**src/hdl/hazard_pkg.sv**
```systemverilog
package hazard_pkg;

    localparam int reg_addr_w = 5;
    localparam int offset_w   = 12;

    // major opcodes, inst[6:0]
    localparam logic [6:0] op_load   = 7'b0000011;
    localparam logic [6:0] op_store  = 7'b0100011;
    localparam logic [6:0] op_op     = 7'b0110011;
    localparam logic [6:0] op_op_imm = 7'b0010011;
    localparam logic [6:0] op_lui    = 7'b0110111;

    // I-type layout, loads and register-immediate ops
    typedef struct packed {
        logic [offset_w-1:0]   imm;
        logic [reg_addr_w-1:0] rs1;
        logic [2:0]            funct3;
        logic [reg_addr_w-1:0] rd;
        logic [6:0]            opcode;
    } i_fmt_t;

    // S-type layout, stores; rs2 also sits here for R-type
    typedef struct packed {
        logic [6:0]            imm_hi;
        logic [reg_addr_w-1:0] rs2;
        logic [reg_addr_w-1:0] rs1;
        logic [2:0]            funct3;
        logic [4:0]            imm_lo;
        logic [6:0]            opcode;
    } s_fmt_t;

    // one instruction word, read either way depending on opcode
    typedef union packed {
        i_fmt_t i_view;
        s_fmt_t s_view;
    } inst_word_u;

endpackage

```
**src/hdl/dest_track.sv**
```systemverilog
`timescale 1ns/1ps

module dest_track (
    input  logic                                clk,
    input  logic                                rst_n,
    input  logic                                issue,
    input  logic [hazard_pkg::reg_addr_w-1:0]   rd,
    input  logic                                is_load,
    input  logic                                is_store,
    input  logic [hazard_pkg::reg_addr_w-1:0]   rs1,
    input  logic [hazard_pkg::offset_w-1:0]     offset,
    output logic [hazard_pkg::reg_addr_w-1:0]   ex_rd,
    output logic                                ex_load,
    output logic                                ex_store,
    output logic [hazard_pkg::reg_addr_w-1:0]   ex_base,
    output logic [hazard_pkg::offset_w-1:0]     ex_offset,
    output logic [hazard_pkg::reg_addr_w-1:0]   mem_rd,
    output logic                                mem_load
);

    // slot control state, a bubble is rd 0 with both flags low
    always_ff @(posedge clk or negedge rst_n) begin
        if (!rst_n) begin
            ex_rd    <= '0;
            ex_load  <= 1'b0;
            ex_store <= 1'b0;
            mem_rd   <= '0;
            mem_load <= 1'b0;
        end else begin
            if (issue) begin
                ex_rd    <= rd;
                ex_load  <= is_load;
                ex_store <= is_store;
            end else begin
                ex_rd    <= '0;  // bubble into EX
                ex_load  <= 1'b0;
                ex_store <= 1'b0;
            end
            mem_rd   <= ex_rd;   // EX always moves on to MEM
            mem_load <= ex_load;
        end
    end

    // store address key
    // only meaningful while ex_store is set
    always_ff @(posedge clk) begin
        ex_base   <= rs1;
        ex_offset <= offset;
    end

    // decode must never mark one instruction as both load and store
    a_slot_class: assert property (
        @(posedge clk) disable iff (!rst_n)
        !(ex_load && ex_store)
    ) else $error("EX slot holds a load and a store at once");

endmodule

```
**src/hdl/hazard_top.sv**
```systemverilog
`timescale 1ns/1ps

module hazard_top (
    input  logic        clk,
    input  logic        rst_n,
    input  logic        inst_valid,
    input  logic [31:0] inst,
    output logic        stall,
    output logic        issue,
    output logic        ex_load_hazard,
    output logic        mem_load_hazard,
    output logic        store_load_hazard
);

    import hazard_pkg::*;

    // decoded ID fields
    logic [reg_addr_w-1:0] rs1;
    logic [reg_addr_w-1:0] rs2;
    logic [reg_addr_w-1:0] rd;
    logic [offset_w-1:0]   offset;
    logic                  uses_rs2;
    logic                  is_load;
    logic                  is_store;

    // EX and MEM slot state
    logic [reg_addr_w-1:0] ex_rd;
    logic                  ex_load;
    logic                  ex_store;
    logic [reg_addr_w-1:0] ex_base;
    logic [offset_w-1:0]   ex_offset;
    logic [reg_addr_w-1:0] mem_rd;
    logic                  mem_load;

    assign issue = inst_valid & ~stall;  // leaves ID at this edge

    inst_fields u_fields (
        .inst     (inst),
        .rs1      (rs1),
        .rs2      (rs2),
        .rd       (rd),
        .offset   (offset),
        .uses_rs2 (uses_rs2),
        .is_load  (is_load),
        .is_store (is_store)
    );

    dest_track u_track (
        .clk       (clk),
        .rst_n     (rst_n),
        .issue     (issue),
        .rd        (rd),
        .is_load   (is_load),
        .is_store  (is_store),
        .rs1       (rs1),
        .offset    (offset),
        .ex_rd     (ex_rd),
        .ex_load   (ex_load),
        .ex_store  (ex_store),
        .ex_base   (ex_base),
        .ex_offset (ex_offset),
        .mem_rd    (mem_rd),
        .mem_load  (mem_load)
    );

    id_hazard u_hazard (
        .clk               (clk),
        .rst_n             (rst_n),
        .inst_valid        (inst_valid),
        .rs1               (rs1),
        .rs2               (rs2),
        .uses_rs2          (uses_rs2),
        .is_load           (is_load),
        .offset            (offset),
        .ex_rd             (ex_rd),
        .ex_load           (ex_load),
        .ex_store          (ex_store),
        .ex_base           (ex_base),
        .ex_offset         (ex_offset),
        .mem_rd            (mem_rd),
        .mem_load          (mem_load),
        .stall             (stall),
        .ex_load_hazard    (ex_load_hazard),
        .mem_load_hazard   (mem_load_hazard),
        .store_load_hazard (store_load_hazard)
    );

endmodule

```
**src/hdl/id_hazard.sv**
```systemverilog
`timescale 1ns/1ps

module id_hazard (
    input  logic                                clk,
    input  logic                                rst_n,
    input  logic                                inst_valid,
    input  logic [hazard_pkg::reg_addr_w-1:0]   rs1,
    input  logic [hazard_pkg::reg_addr_w-1:0]   rs2,
    input  logic                                uses_rs2,
    input  logic                                is_load,
    input  logic [hazard_pkg::offset_w-1:0]     offset,
    input  logic [hazard_pkg::reg_addr_w-1:0]   ex_rd,
    input  logic                                ex_load,
    input  logic                                ex_store,
    input  logic [hazard_pkg::reg_addr_w-1:0]   ex_base,
    input  logic [hazard_pkg::offset_w-1:0]     ex_offset,
    input  logic [hazard_pkg::reg_addr_w-1:0]   mem_rd,
    input  logic                                mem_load,
    output logic                                stall,
    output logic                                ex_load_hazard,
    output logic                                mem_load_hazard,
    output logic                                store_load_hazard
);

    import hazard_pkg::*;

    logic ex_hit;
    logic mem_hit;
    logic alias_hit;

    // does the ID instruction read slot_rd; x0 never counts
    function automatic logic reads_reg(
        input logic [reg_addr_w-1:0] src1,
        input logic [reg_addr_w-1:0] src2,
        input logic                  src2_used,
        input logic [reg_addr_w-1:0] slot_rd
    );
        logic hit;
        hit = (src1 == slot_rd) || (src2_used && (src2 == slot_rd));
        return (slot_rd != '0) && hit;
    endfunction

    // load data is not forwarded from EX or MEM so the reader waits for WB
    assign ex_hit  = ex_load && reads_reg(rs1, rs2, uses_rs2, ex_rd);
    assign mem_hit = mem_load && reads_reg(rs1, rs2, uses_rs2, mem_rd);

    // same base register and offset means same address
    assign alias_hit = is_load && ex_store && (rs1 == ex_base) && (offset == ex_offset);

    always_comb begin
        ex_load_hazard    = 1'b0;
        mem_load_hazard   = 1'b0;
        store_load_hazard = 1'b0;
        if (inst_valid) begin
            if (ex_hit) begin
                ex_load_hazard = 1'b1;
            end else if (mem_hit) begin
                mem_load_hazard = 1'b1;
            end else if (alias_hit) begin
                store_load_hazard = 1'b1;
            end
        end
    end

    assign stall = ex_load_hazard | mem_load_hazard | store_load_hazard;

    // the store leaves EX and a bubble takes its place
    a_alias_once: assert property (
        @(posedge clk) disable iff (!rst_n)
        store_load_hazard |=> !store_load_hazard
    ) else $error("store-load hazard held for more than one cycle");

    // held instruction sees the load move from EX to MEM
    a_ex_then_mem: assert property (
        @(posedge clk) disable iff (!rst_n)
        ex_load_hazard |=> (!stall || mem_load_hazard)
    ) else $error("stall after EX load hazard has wrong cause");

endmodule

```
**src/hdl/inst_fields.sv**
```systemverilog
`timescale 1ns/1ps

module inst_fields (
    input  hazard_pkg::inst_word_u              inst,
    output logic [hazard_pkg::reg_addr_w-1:0]   rs1,
    output logic [hazard_pkg::reg_addr_w-1:0]   rs2,
    output logic [hazard_pkg::reg_addr_w-1:0]   rd,
    output logic [hazard_pkg::offset_w-1:0]     offset,
    output logic                                uses_rs2,
    output logic                                is_load,
    output logic                                is_store
);

    import hazard_pkg::*;

    logic [6:0] opcode;
    logic       is_op;
    logic       is_op_imm;
    logic       is_lui;
    logic       uses_rs1;
    logic       has_rd;

    assign opcode = inst.i_view.opcode;  // same bits in both views

    // funct3 111 is no load in RV64I, stores stop at sd
    assign is_load   = (opcode == op_load) && (inst.i_view.funct3 != 3'b111);
    assign is_store  = (opcode == op_store) && (inst.s_view.funct3[2] == 1'b0);
    assign is_op     = (opcode == op_op);
    assign is_op_imm = (opcode == op_op_imm);
    assign is_lui    = (opcode == op_lui);

    // lui keeps immediate bits where rs1 would be
    assign uses_rs1 = is_load | is_store | is_op | is_op_imm;

    // immediate forms hold imm bits in [24:20], never a register
    assign uses_rs2 = is_op | is_store;

    // stores put imm_lo in the rd field
    assign has_rd = is_load | is_op | is_op_imm | is_lui;

    assign rs1 = uses_rs1 ? inst.i_view.rs1 : '0;
    assign rs2 = inst.s_view.rs2;              // qualified by uses_rs2 downstream
    assign rd  = has_rd ? inst.i_view.rd : '0;

    // load offset from I view, store offset split over the S view
    always_comb begin
        if (is_store) begin
            offset = {inst.s_view.imm_hi, inst.s_view.imm_lo};
        end else begin
            offset = inst.i_view.imm;
        end
    end

endmodule

```
**config.mk**
```make
export PLATFORM = sky130hd
export DESIGN_NAME = hazard_top
export DESIGN_NICKNAME = d
export VERILOG_FILES = /design/src/hdl/hazard_pkg.sv /design/src/hdl/dest_track.sv /design/src/hdl/hazard_top.sv /design/src/hdl/id_hazard.sv /design/src/hdl/inst_fields.sv
export SDC_FILE = /design/constraint.sdc
export NUM_CORES = 1
export LEC_CHECK = 0
export BUFFER_PORTS_ARGS = -buffer_cell sky130_fd_sc_hd__buf_2
export CAP_MARGIN = 30
export CORE_MARGIN = 4
export CORE_UTILIZATION = 30
export DETAILED_ROUTE_END_ITERATION = 8
export PLACE_DENSITY = 0.54
export SETUP_SLACK_MARGIN = 0.5
export SYNTH_ARGS = -nofsm -noshare
export SYNTH_HDL_FRONTEND = slang
export SYNTH_SLANG_ARGS = --single-unit
```
**constraint.sdc**
```tcl
create_clock -name clk -period 2.7 [get_ports clk]
set_input_delay 0.27 -clock clk [delete_from_list [all_inputs] [get_ports clk]]
set_output_delay 0.27 -clock clk [all_outputs]
set_load 0.03 [all_outputs]
```
# Word-level counts from Yosys, hierarchy flattened
# Index checks and enable logic that the tools add are counted.
[op_classes] addsub=0 mul=0 n_div=0 n_lt_le_gt_ge=0 n_eq_ne=12 shift=0 muxes=15 n_bitwise=12 reduce_logical=15
[ops] cell="5-bit equality test" count=5
[ops] cell="7-bit by 6-bit equality test with 1-bit output, second input constant" count=3
[ops] cell="5-bit 2-to-1 mux" count=4
[ops] cell="12-bit equality test" count=1
[ops] cell="1-bit logical AND" count=11
[ops] cell="1-bit 2-to-1 mux" count=11
[ops] cell="5-bit nonzero test" count=2
[ops] cell="1-bit bitwise OR" count=9
[ops] cell="7-bit by 2-bit equality test with 1-bit output, second input constant" count=1
[ops] cell="7-bit by 5-bit equality test with 1-bit output, second input constant" count=1
[ops] cell="3-bit != test, second input constant" count=1
[ops] cell="1-bit logical OR" count=2
[ops] cell="1-bit inverter" count=2
[ops] cell="1-bit AND" count=1
[totals] reg_bits=30 latchBits=0 ram_bits=0 mem_bits_ro=0 in_bits=35 output_inout_bits=5 n_memories=0

# Longest topological paths before layout
# Gate-level depths: netlist (run 1).
[logic_depth] ltp_word=18 depth_mapped=7

# Hierarchy
# From an unflattened synthesis (run 1), not the netlist that was laid out.
[unflattened] hier_cells=140 area_unflattened_um2=1544.0
[modules_own_cells] mod="dest_track" instances=1 cells_per_inst=37 area_each_um2=709.4 seq_area_each_um2=665.6
[modules_own_cells] mod="id_hazard" instances=1 cells_per_inst=61 area_each_um2=476.7 seq_area_each_um2=0.0
[modules_own_cells] mod="inst_fields" instances=1 cells_per_inst=41 area_each_um2=344.1 seq_area_each_um2=0.0
[modules_own_cells] mod="hazard_top" instances=1 cells_per_inst=1 area_each_um2=13.8 seq_area_each_um2=0.0

# Worst setup path after synthesis (run 1)
# OpenSTA, ideal clock, no wires.
[synth_timing] kind="input -> output" startpoint="in inst[6]" endpoint="out store_load_hazard" arrival_ps=2305 t_required_ps=2430 path_slack_ps=125 path_stages=7 cell_sequence="nor4bb_1 -> buf_2 -> nand4_1 -> and3_2 -> or4_4 -> nor4_4 -> nor3b_2"
[synth_between] elab_chain_len=13
[synth_rtl] element="start, declared" line_no="hazard_top.sv:7" source="input logic [31:0] inst,"
[synth_rtl] element="7-bit by 2-bit equality test with 1-bit output or 7-bit by 6-bit equality test with 1-bit output (tied branches)" line_no="inst_fields.sv:26, inst_fields.sv:27"
[synth_rtl] element="1-bit logical AND (on tied branches)" line_no="inst_fields.sv:26, inst_fields.sv:27"
[synth_rtl] element="1-bit bitwise OR (3 in series)" line_no="inst_fields.sv:33" source="assign uses_rs1 = is_load | is_store | is_op | is_op_imm;"
[synth_rtl] element="5-bit 2-to-1 mux" line_no="inst_fields.sv:41" source="assign rs1 = uses_rs1 ? inst.i_view.rs1 : '0;"
[synth_rtl] element="5-bit equality test (on tied branches)" line_no="id_hazard.sv:48, id_hazard.sv:39"
[synth_rtl] element="1-bit logical AND or 1-bit logical OR (tied branches)" line_no="id_hazard.sv:48, id_hazard.sv:39"
[synth_rtl] element="1-bit logical AND (on tied branches)" line_no="id_hazard.sv:48, id_hazard.sv:40"
[synth_rtl] element="1-bit 2-to-1 mux or 1-bit logical AND (tied branches)" line_no="id_hazard.sv:59, id_hazard.sv:45"
[synth_rtl] element="1-bit 2-to-1 mux" line_no="id_hazard.sv:57" source="end else if (mem_hit) begin"
[synth_rtl] element="1-bit 2-to-1 mux *" line_no="id_hazard.sv:55" source="if (ex_hit) begin"
[synth_rtl] element="1-bit 2-to-1 mux *" line_no="id_hazard.sv:54" source="if (inst_valid) begin"
[synth_rtl] element="end, declared" line_no="hazard_top.sv:12" source="output logic store_load_hazard"
# Every way passes the cells marked *; elsewhere a longest branch is shown, timed or not.

# Final worst setup path (run 1)
[layout_timing] startpoint="in inst[4]" endpoint="out store_load_hazard"
# Same word-level chain as after synthesis.

==> results of run 1 <==
## worst paths after layout
kind	cells after the start	slack (ns)	from	end
worst max-delay path	8	0.12	inst[4]	store_load_hazard
min in group asynchronous	2	0.40	rst_n	u_track.ex_rd[4]$_DFF_PN0_
worst max register to register	9	0.75	u_track.mem_rd[4]$_DFF_PN0_	u_track.ex_rd[0]$_DFF_PN0_
max in group asynchronous	2	2.04	rst_n	u_track.ex_rd[4]$_DFF_PN0_
worst min-delay path	1	0.10	inst[25]	u_track.ex_offset[5]$_DFF_P_
worst min register to register	0	0.38	u_track.ex_load$_DFF_PN0_	u_track.mem_load$_DFF_PN0_
## worst reg2reg max path, stage by stage (launching register included)
cell and delay, ns:
dfrtp_1 0.42, xor2_1 0.15, o22ai_1 0.20, a22oi_2 0.07
a2111o_1 0.46, buf_6 0.14, buf_6 0.11, buf_4 0.12
nand4_1 0.10, nor4_1 0.06
## final cells by class
cell class,instances,area (sq um),share of cell area (%)
Tap cell,75,93.8,3.60
Timing Repair Buffer,70,498,19.1
Multi-Input combinational cell,151,1230,47.0
Sequential cell,30,667,25.6
Inverter,7,26.3,1.01
Clock inverter,2,12.5,0.480
Clock buffer,6,82.6,3.17
## synth_stat cells (all sizes together), types with 2 or more instances
cell type	number	share of area [%]
nand2	19	3.9
dfxtp	17	19
xnor2	15	7.2
dfrtp	13	18
xor2	11	5.3
nor2	10	2.1
nor4	8	4.4
inv	7	1.4
nand4	7	2.4
nor3	6	2.3
nand3	5	1.4
nand3b	5	2.1
o21ai	5	1.4
o22ai	5	1.7
a21oi	4	1.1
a31oi	4	1.4
and2	4	1.4
buf	4	1.0
nor2b	4	1.4
o2111ai	4	1.9
a2111o	3	1.9
clkbuf	3	0.62
nor3b	3	1.8
nor4bb	3	1.7
a2111oi	2	0.96
a22oi	2	0.83
and3	2	0.76
mux2	2	1.2
mux2i	2	1.1
nand2b	2	0.69
o31ai	2	1.9
o32ai	2	0.96
or3	2	0.69
## what timing repair did
item / in CTS / in global routing
gates resized for setup: 26 / 15
endpoints found under the hold margin: 13 / 0
pin swaps: 11 / 9
setup buffers: 9 / 4
hold buffers: 1 / 0
gates cloned: 0 / 0
setup endpoints to repair: 6 / 6
## sequential cells by signal (all words and copies together) (netlist names)
register and count:
u_track.ex_base 5, u_track.ex_load 1, u_track.ex_offset 12, u_track.ex_rd 5
u_track.ex_store 1, u_track.mem_load 1, u_track.mem_rd 5
## power groups by stage
stage | clock network [mW] | logic, mW | registers (mW)
floorplan | 0 | 0.0787 | 0.472
global placement | 0 | 0.145 | 0.473
global route | 0.417 | 0.191 | 0.465
CTS | 0.394 | 0.165 | 0.464
detailed placement | 0 | 0.146 | 0.473
finish | 0.384 | 0.175 | 0.465
## metal layers
layer / wire length, microns / vias up / share of wire [%] / track usage, %
li1: - / 870 / - / -
met1: 2370 / 821 / 46 / 19.6
met2: 2480 / 30 / 49 / 24.5
met3: 194 / 8 / 3.8 / 3.27
met4: 61 / 0 / 1.2 / 3.88
met5: 0 / - / 0 / 0
## kinds of logic after synthesis
group	share of synthesized area [%]
compound gates	16.7
mux	2.34
simple gates	28.7
flops	36.6
buf+inv	3.10
xor+xnor	12.5
==> summary.md, run 1 <==
| Metric | Value |
|---|---|
| DPL Wire Length | 3940 microns |
| Number of global-route vias before repair | 1743 |
| Cell area after layout | 2610 sq um |
| N_diodes | 0 |
| Final setup margin | 0.119 ns |
| Cell-internal power | 747 uW |
| Outcome | finished, final reports clean |
| Hold Violations, Final | 0 |
| Syn Area/Cell | approximately 9.3 sq um |
| EDFF count, synth | 0 |
| CTS max path bufs | 2 |
| Sequential cell area fraction in the yosys report | 36.6% |
| Crit-path slowest cell | or3b_4 |
| Least-Margin Pin Slew | between 0.4 and 0.5 ns |
| F_max | 387 MHz |
| RSZ-0062 raised after global routing | yes |
| Syn Inst Count | 195 |
| WL final | between 5000 and 6000 microns |
| Critical path peak fanout | 4 |
| CTS root buffer | clkbuf_8 |
| Total die area | around 7400 sq um |
| Core Rows | 28 |
| GRT overflow | 0 |
| Crit start category | primary input |
| Sequential cell fraction of total power | 45.4% |
| DR WL/cell | between 10 and 15 microns |
| Dpl cells | 319 |
| Share of post-route cells with drive strength above 1 | slightly above 40% |
| Max IR drop VDD | 0.243 mV |
| Max_cap viols | 0 |
| Setup WS pre-CTS | ~0.034 ns |
| Pwr dens | between 300 and 400 nW/um^2 |
| Drt drc | 0 |
| Fin Setup TNS | 0 ns |
| Fillers | 597 |
| Commonest cells after routing, fill and taps aside | 30 x buf_2, 28 x buf_4, 17 x nand2_1, 17 x dfxtp_1, 15 x xnor2_1 |
| Layout area overhead | 43.5% |
| Die width | 85.8 microns |
| Reg clk slew, reported paths | 0.07 ns |
| Crit end category | output port |
| CTS Buf Count | 5 |
| Largest delay share family, worst path | simple AND/OR/NAND/NOR gates |
| Via Count | approximately 1700 |
| Routed vias/inst | 5.07 |
| Switching power | approximately 280 uW |
| Max-slew violation count | 0 |
| Pre-antenna DRT Iters | 4 |
| Synthesized area | 1820 sq um |
| Final ANT Viol Nets | 0 |
| Max-slew headroom | approximately 69% |
| Clock sink count | 30 |
| Period minus WS final | 2.58 ns |
| Clock power share | 37.5% |
| CP Data Arrival Time | 2.31 ns |
| TritonCTS clock tree | built |
| Async set-or-reset flop fraction in the synthesized netlist | 43.3% |
| IO buf count | 39 |
| Slowest stage delay, CP | between 0.4 and 0.5 ns |
| Placer Congestion | 0.777 |
| First-pass GRT wire length | roughly 8500 microns |
| Initial DRC Count | 55 |
| Finished Layout Cells | about 340 |
| Initial antenna violation count | 0 |
| Initial core utilization | 30.9% |
| WP buf/inv | 2 |
| Gate power share | 17.1% |
| Final setup vio count | 0 |
| Crit share post-route | 95.6% |
| Nets@finish | 300 |
| Clock Skew | 0.00891 ns |
| Largest net degree at the start of global routing | 14 |
| Switching share of power | between 20% and 30% |
| Total Power | 1.02 mW |
| Final Hold Slack | 0.105 ns |
| Number of synthesized register bits | 30 |
| H-tree depth | 2 |
| Worst EP required | 2.43 ns |
| Leak pwr | 1.09 nW |
| Critical setup path kind | primary input to output port |
| Core box area | 5890 sq um |
| Worst min-delay path category | primary input to register |
| Cell Area, Placed | roughly 2200 sq um |
| Most used DFF post-synth | dfxtp_1 |
| IO Pins | 40 |
| Syn_nets | 230 |
| Crit-path cells | buf_6 -> or3b_4 -> nor3_4 -> mux2i_1 -> nand4_1 -> nor4_4 -> nor3b_4 -> buf_4 |
| Die height | 85.8 microns |
| Synth Warn # | 0 |
| Utilization after layout | 44.3% |
| All-Layer GR Usage | between 10% and 20% |
| Distinct cells, synth | 47 |
| Most common cell after layout, fill and taps aside | buf_2 |
| Latest clock arrival within the worst-skew pair | 0.29 ns |
Power figures use the tool's default switching activity.
==> inputs of run 2 (changes only) <==
Settings changed: ABC_AREA set to 1.
==> run 2 against run 1 <==
Against the previous run: area after synthesis decreased by 2.5%; first-iteration DRC count decreased by 5.5%; power decreased by 4.4%; synthesized cell count increased by 32%; via count increased by 0.87%; worst setup slack improved by 0.37 ns; highest routed layer unchanged; sequential share of layout area increased by 0.96 points; critical path depth increased by 11; critical path type unchanged.
==> summary.md, run 2 <==
| Metric | Value |
|---|---|
| Outcome | finished, final reports clean |
| Syn Area/Cell | 6.89 sq um (-26%) |
| Syn_nets | 292 (+27%) |
| Final ANT Viol Nets | 0 (unchanged) |
| Largest delay share family, worst path | simple AND/OR/NAND/NOR gates |
| Layout area overhead | 41.6% |
| EDFF count, synth | 0 (unchanged) |
| Simple-gate share of the synthesized area | 44.2% (+15 points) |
| Reg with most FFs | u_track.ex_offset |
| Critical path peak fanout | 7 (+3) |
| Total die area | 7190 sq um (-2.3%) |
| Fin Setup TNS | 0 ns (unchanged) |
| Least-Margin Pin Slew | 0.475 ns (+0.0260 ns) |
| Synth Area in Adders | 0% (unchanged) |
| First-pass GRT wire length | 7680 microns (-10%) |
| Clock Skew | 0.00373 ns (-0.00518 ns) |
| Number of global-route vias before repair | 1686 (-3.3%) |
| Synth area leaders | dfxtp_1 19%, nand2_1 19%, dfrtp_1 18% |
| Crit-path cells | buf_6 -> inv_4 -> nand2_4 -> nor2_8 -> nand2_8 -> clkinv_4 -> nand2_1 -> nand2_1 -> nand2_1 -> nand2_1 -> nand2_1 -> nor2_1 -> nand2_1 -> nor2_4 -> inv_2 -> nor2_4 -> nand3_2 -> nand3_2 -> buf_6 |
| Routed vias/inst | 4.44 (-12%) |
| Critical setup path kind | primary input to output port |
| Count leader, synth | nand2_1 |
| Max reg flops | 12 (unchanged) |
| Fraction of synthesized area in multiplexers | 0% (-2.3 points) |
| DR WL/cell | 11.6 microns (-23%) |
| IO Pins | 40 (unchanged) |
| Clock sink count | 30 (unchanged) |
| F_max | 453 MHz (+17%) |
| Latest clock arrival within the worst-skew pair | 0.28 ns (about the same) |
| Core box area | 5610 sq um (-4.7%) |
| Hold Violations, Final | 0 (unchanged) |
| Largest net degree at the start of global routing | 14 (unchanged) |
| Most common cell after layout, fill and taps aside | nand2_1 |
| Utilization after layout | 44.7% (+0.43 points) |
| Flop-to-flop setup slack | 1.00 ns (+0.25 ns) |
| Slowest stage delay, CP | 0.16 ns (-0.28 ns) |
| WP buf/inv | 5 (+3) |
| Top cells by count, synth | 88 x nand2_1, 41 x inv_1, 22 x nand3_1 |
| Cell area after layout | 2510 sq um (-3.8%) |
| Number of synthesized register bits | 30 (unchanged) |
| Worst EP required | 2.43 ns (about the same) |
| Die height | 84.8 microns (-1.2%) |
| Max-slew headroom | 68.2% (-1.1 points) |
| Initial antenna violation count | 0 (unchanged) |
| Max IR drop VDD | 0.164 mV (-33%) |
| Max-slew violation count | 0 (unchanged) |
| Cell Area, Placed | 2040 sq um (-8.4%) |
| Max_cap viols | 0 (unchanged) |
| Compound-Gate Fraction of Synth Area | 3.25% (-13 points) |
| Leak pwr | 1.42 nW (+31%) |
| Area leader, netlist | dfxtp_1 |
| Core Rows | 27 (-3.6%) |
| Crit-path slowest cell | nor2_8 |
| RSZ-0062 raised after global routing | yes |
| Pwr dens | 390 nW/um^2 (-0.63%) |
| CTS root buffer | clkbuf_8 |
| Pre-antenna DRT Iters | 4 (unchanged) |
| Sequential cell area fraction in the yosys report | 37.6% (+0.96 points) |
| Initial DRC Count | 52 (-5.5%) |
| Crit share post-route | 81.7% (-14 points) |
| Crit end category | output port |
| All-Layer GR Usage | 13.5% (-1.3 points) |
| Dpl cells | 367 (+15%) |
| Crit start category | primary input |
| Async set-or-reset flop fraction in the synthesized netlist | 43.3% (unchanged) |
| DPL Wire Length | 3420 microns (-13%) |
| Period minus WS final | 2.21 ns (-0.375 ns) |
| Distinct cells, synth | 28 (-40%) |
| Placer Congestion | 0.776 (-0.13%) |
| GRT overflow | 0 (unchanged) |
| Finished Layout Cells | 393 (+15%) |
| H-tree depth | 2 (unchanged) |
| Most used DFF post-synth | dfxtp_1 |
| Drt drc | 0 (unchanged) |
| CP Data Arrival Time | 1.94 ns (-0.37 ns) |
| Initial core utilization | 31.6% (+0.70 points) |
| Synthesized area | 1770 sq um (-2.5%) |
| CTS max path bufs | 2 (unchanged) |
| Commonest cells after routing, fill and taps aside | 80 x nand2_1, 35 x inv_1, 30 x buf_2, 17 x dfxtp_1, 16 x nand3_1 |
| Die width | 84.8 microns (-1.2%) |
| Final setup vio count | 0 (unchanged) |
| Nets@finish | 355 (+18%) |
| Total Power | 978 uW (-4.4%) |
| Reg clk slew, reported paths | 0.06 ns (about the same) |
| WL final | 4550 microns (-11%) |
| Share of post-route cells with drive strength above 1 | 38.0% (-3.0 points) |
| Top cell type's share of synthesized area | 19.2% (+0.49 points) |
| Via Count | 1744 (+0.87%) |
| CTS Buf Count | 5 (unchanged) |
| IO buf count | 39 (unchanged) |
| Synth Warn # | 0 (unchanged) |
| Largest family of logic cells by synthesized area | simple AND/OR/NAND/NOR gates |
| Syn Inst Count | 257 (+32%) |
| Worst min-delay path category | primary input to register |
| Crit-path most repeated cell | nand2_1 |
| XOR/XNOR Fraction of Synth Area | 3.96% (-8.6 points) |
| N_diodes | 0 (unchanged) |
| TritonCTS clock tree | built |
-- run 2: changes by cell type in the layout (fill, tap and decap cells not counted), moves of 5 or more --
cell     before  now
buf_4        28   13
nand2_4       0    9
nand3_1       4   16
nor2_2        0   10
xor2_1       11    5
nor4_1        5    0
nand2_1      17   80
inv_1         6   35
inv_2         1   10
xnor2_1      15    3
nand2_2       2    7
-- run 2: worst register-to-register path, stage by stage, from the launching register on --
cell,delay (ns)
dfrtp_1,0.39
inv_1,0.13
or2_2,0.13
nand4_1,0.09
nor4b_2,0.22
o21bai_1,0.16
nand2_2,0.13
nand4_4,0.12
buf_4,0.18
nor2_2,0.05
-- run 2: routing by layer --
| metal | vias to the layer above | track usage [%] | share of wire (%) |
|---|---|---|---|
| li1 | 909 | - | - |
| met1 | 788 | 17.2 | 47 |
| met2 | 41 | 22.0 | 46 |
| met3 | 6 | 3.30 | 5.3 |
| met4 | 0 | 5.18 | 1.7 |
| met5 | - | 0 | 0 |
-- run 2: cell families after synthesis --
family	count (synthesis)
xor gates and xnor gates	8
buffers and inverters	49
and+or+nand+nor	161
DFF	30
AOI/OAI and AO/OA	9
-- run 2: layout make-up --
class | count | area, sq um
well taps | 72 | 90.1
clock inverters | 1 | 5.00
clock buffers | 7 | 86.3
fillers | 603 | 3100
multi-input cells | 179 | 1070
repair buffers | 56 | 398
flip-flops and latches | 30 | 666
inverters | 48 | 190
-- run 2: final timing paths --
path	startpoint	end	depth (start not counted)
setup reg to reg	u_track.mem_rd[0]$_DFF_PN0_	u_track.ex_load$_DFF_PN0_	9
hold reg to reg	u_track.ex_load$_DFF_PN0_	u_track.mem_load$_DFF_PN0_	0
setup / recovery	inst[2]	stall	19
hold / removal	inst[25]	u_track.ex_offset[5]$_DFF_P_	1
max in group asynchronous	rst_n	u_track.ex_load$_DFF_PN0_	2
min in group asynchronous	rst_n	u_track.ex_store$_DFF_PN0_	2
-- run 2: report_power, final --
group / switching (mW) / total, mW / internal (mW) / leakage, nW
Clock: 0.166 / 0.371 / 0.205 / 0.0482
Sequential: 0.00536 / 0.463 / 0.457 / 0.323
Combinational: 0.0821 / 0.144 / 0.0622 / 1.05
-- run 2: repair_timing --
item	4_1_cts	5_1_grt
hold buffers	1	0
gates cloned	1	0
setup endpoints to repair	5	5
endpoints found under the hold margin	13	0
gates resized for setup	34	26
pin swaps	16	22
buffers inserted	6	10
-- run 2: per-stage QoR --
stage,setup WS (ns),hold slack [ns]
after floorplan,0.732,-0.0256
after global placement,0.268,0.179
after detailed placement,0.229,0.181
after CTS,0.450,0.0912
after global routing,0.349,0.0888
final,0.493,0.101
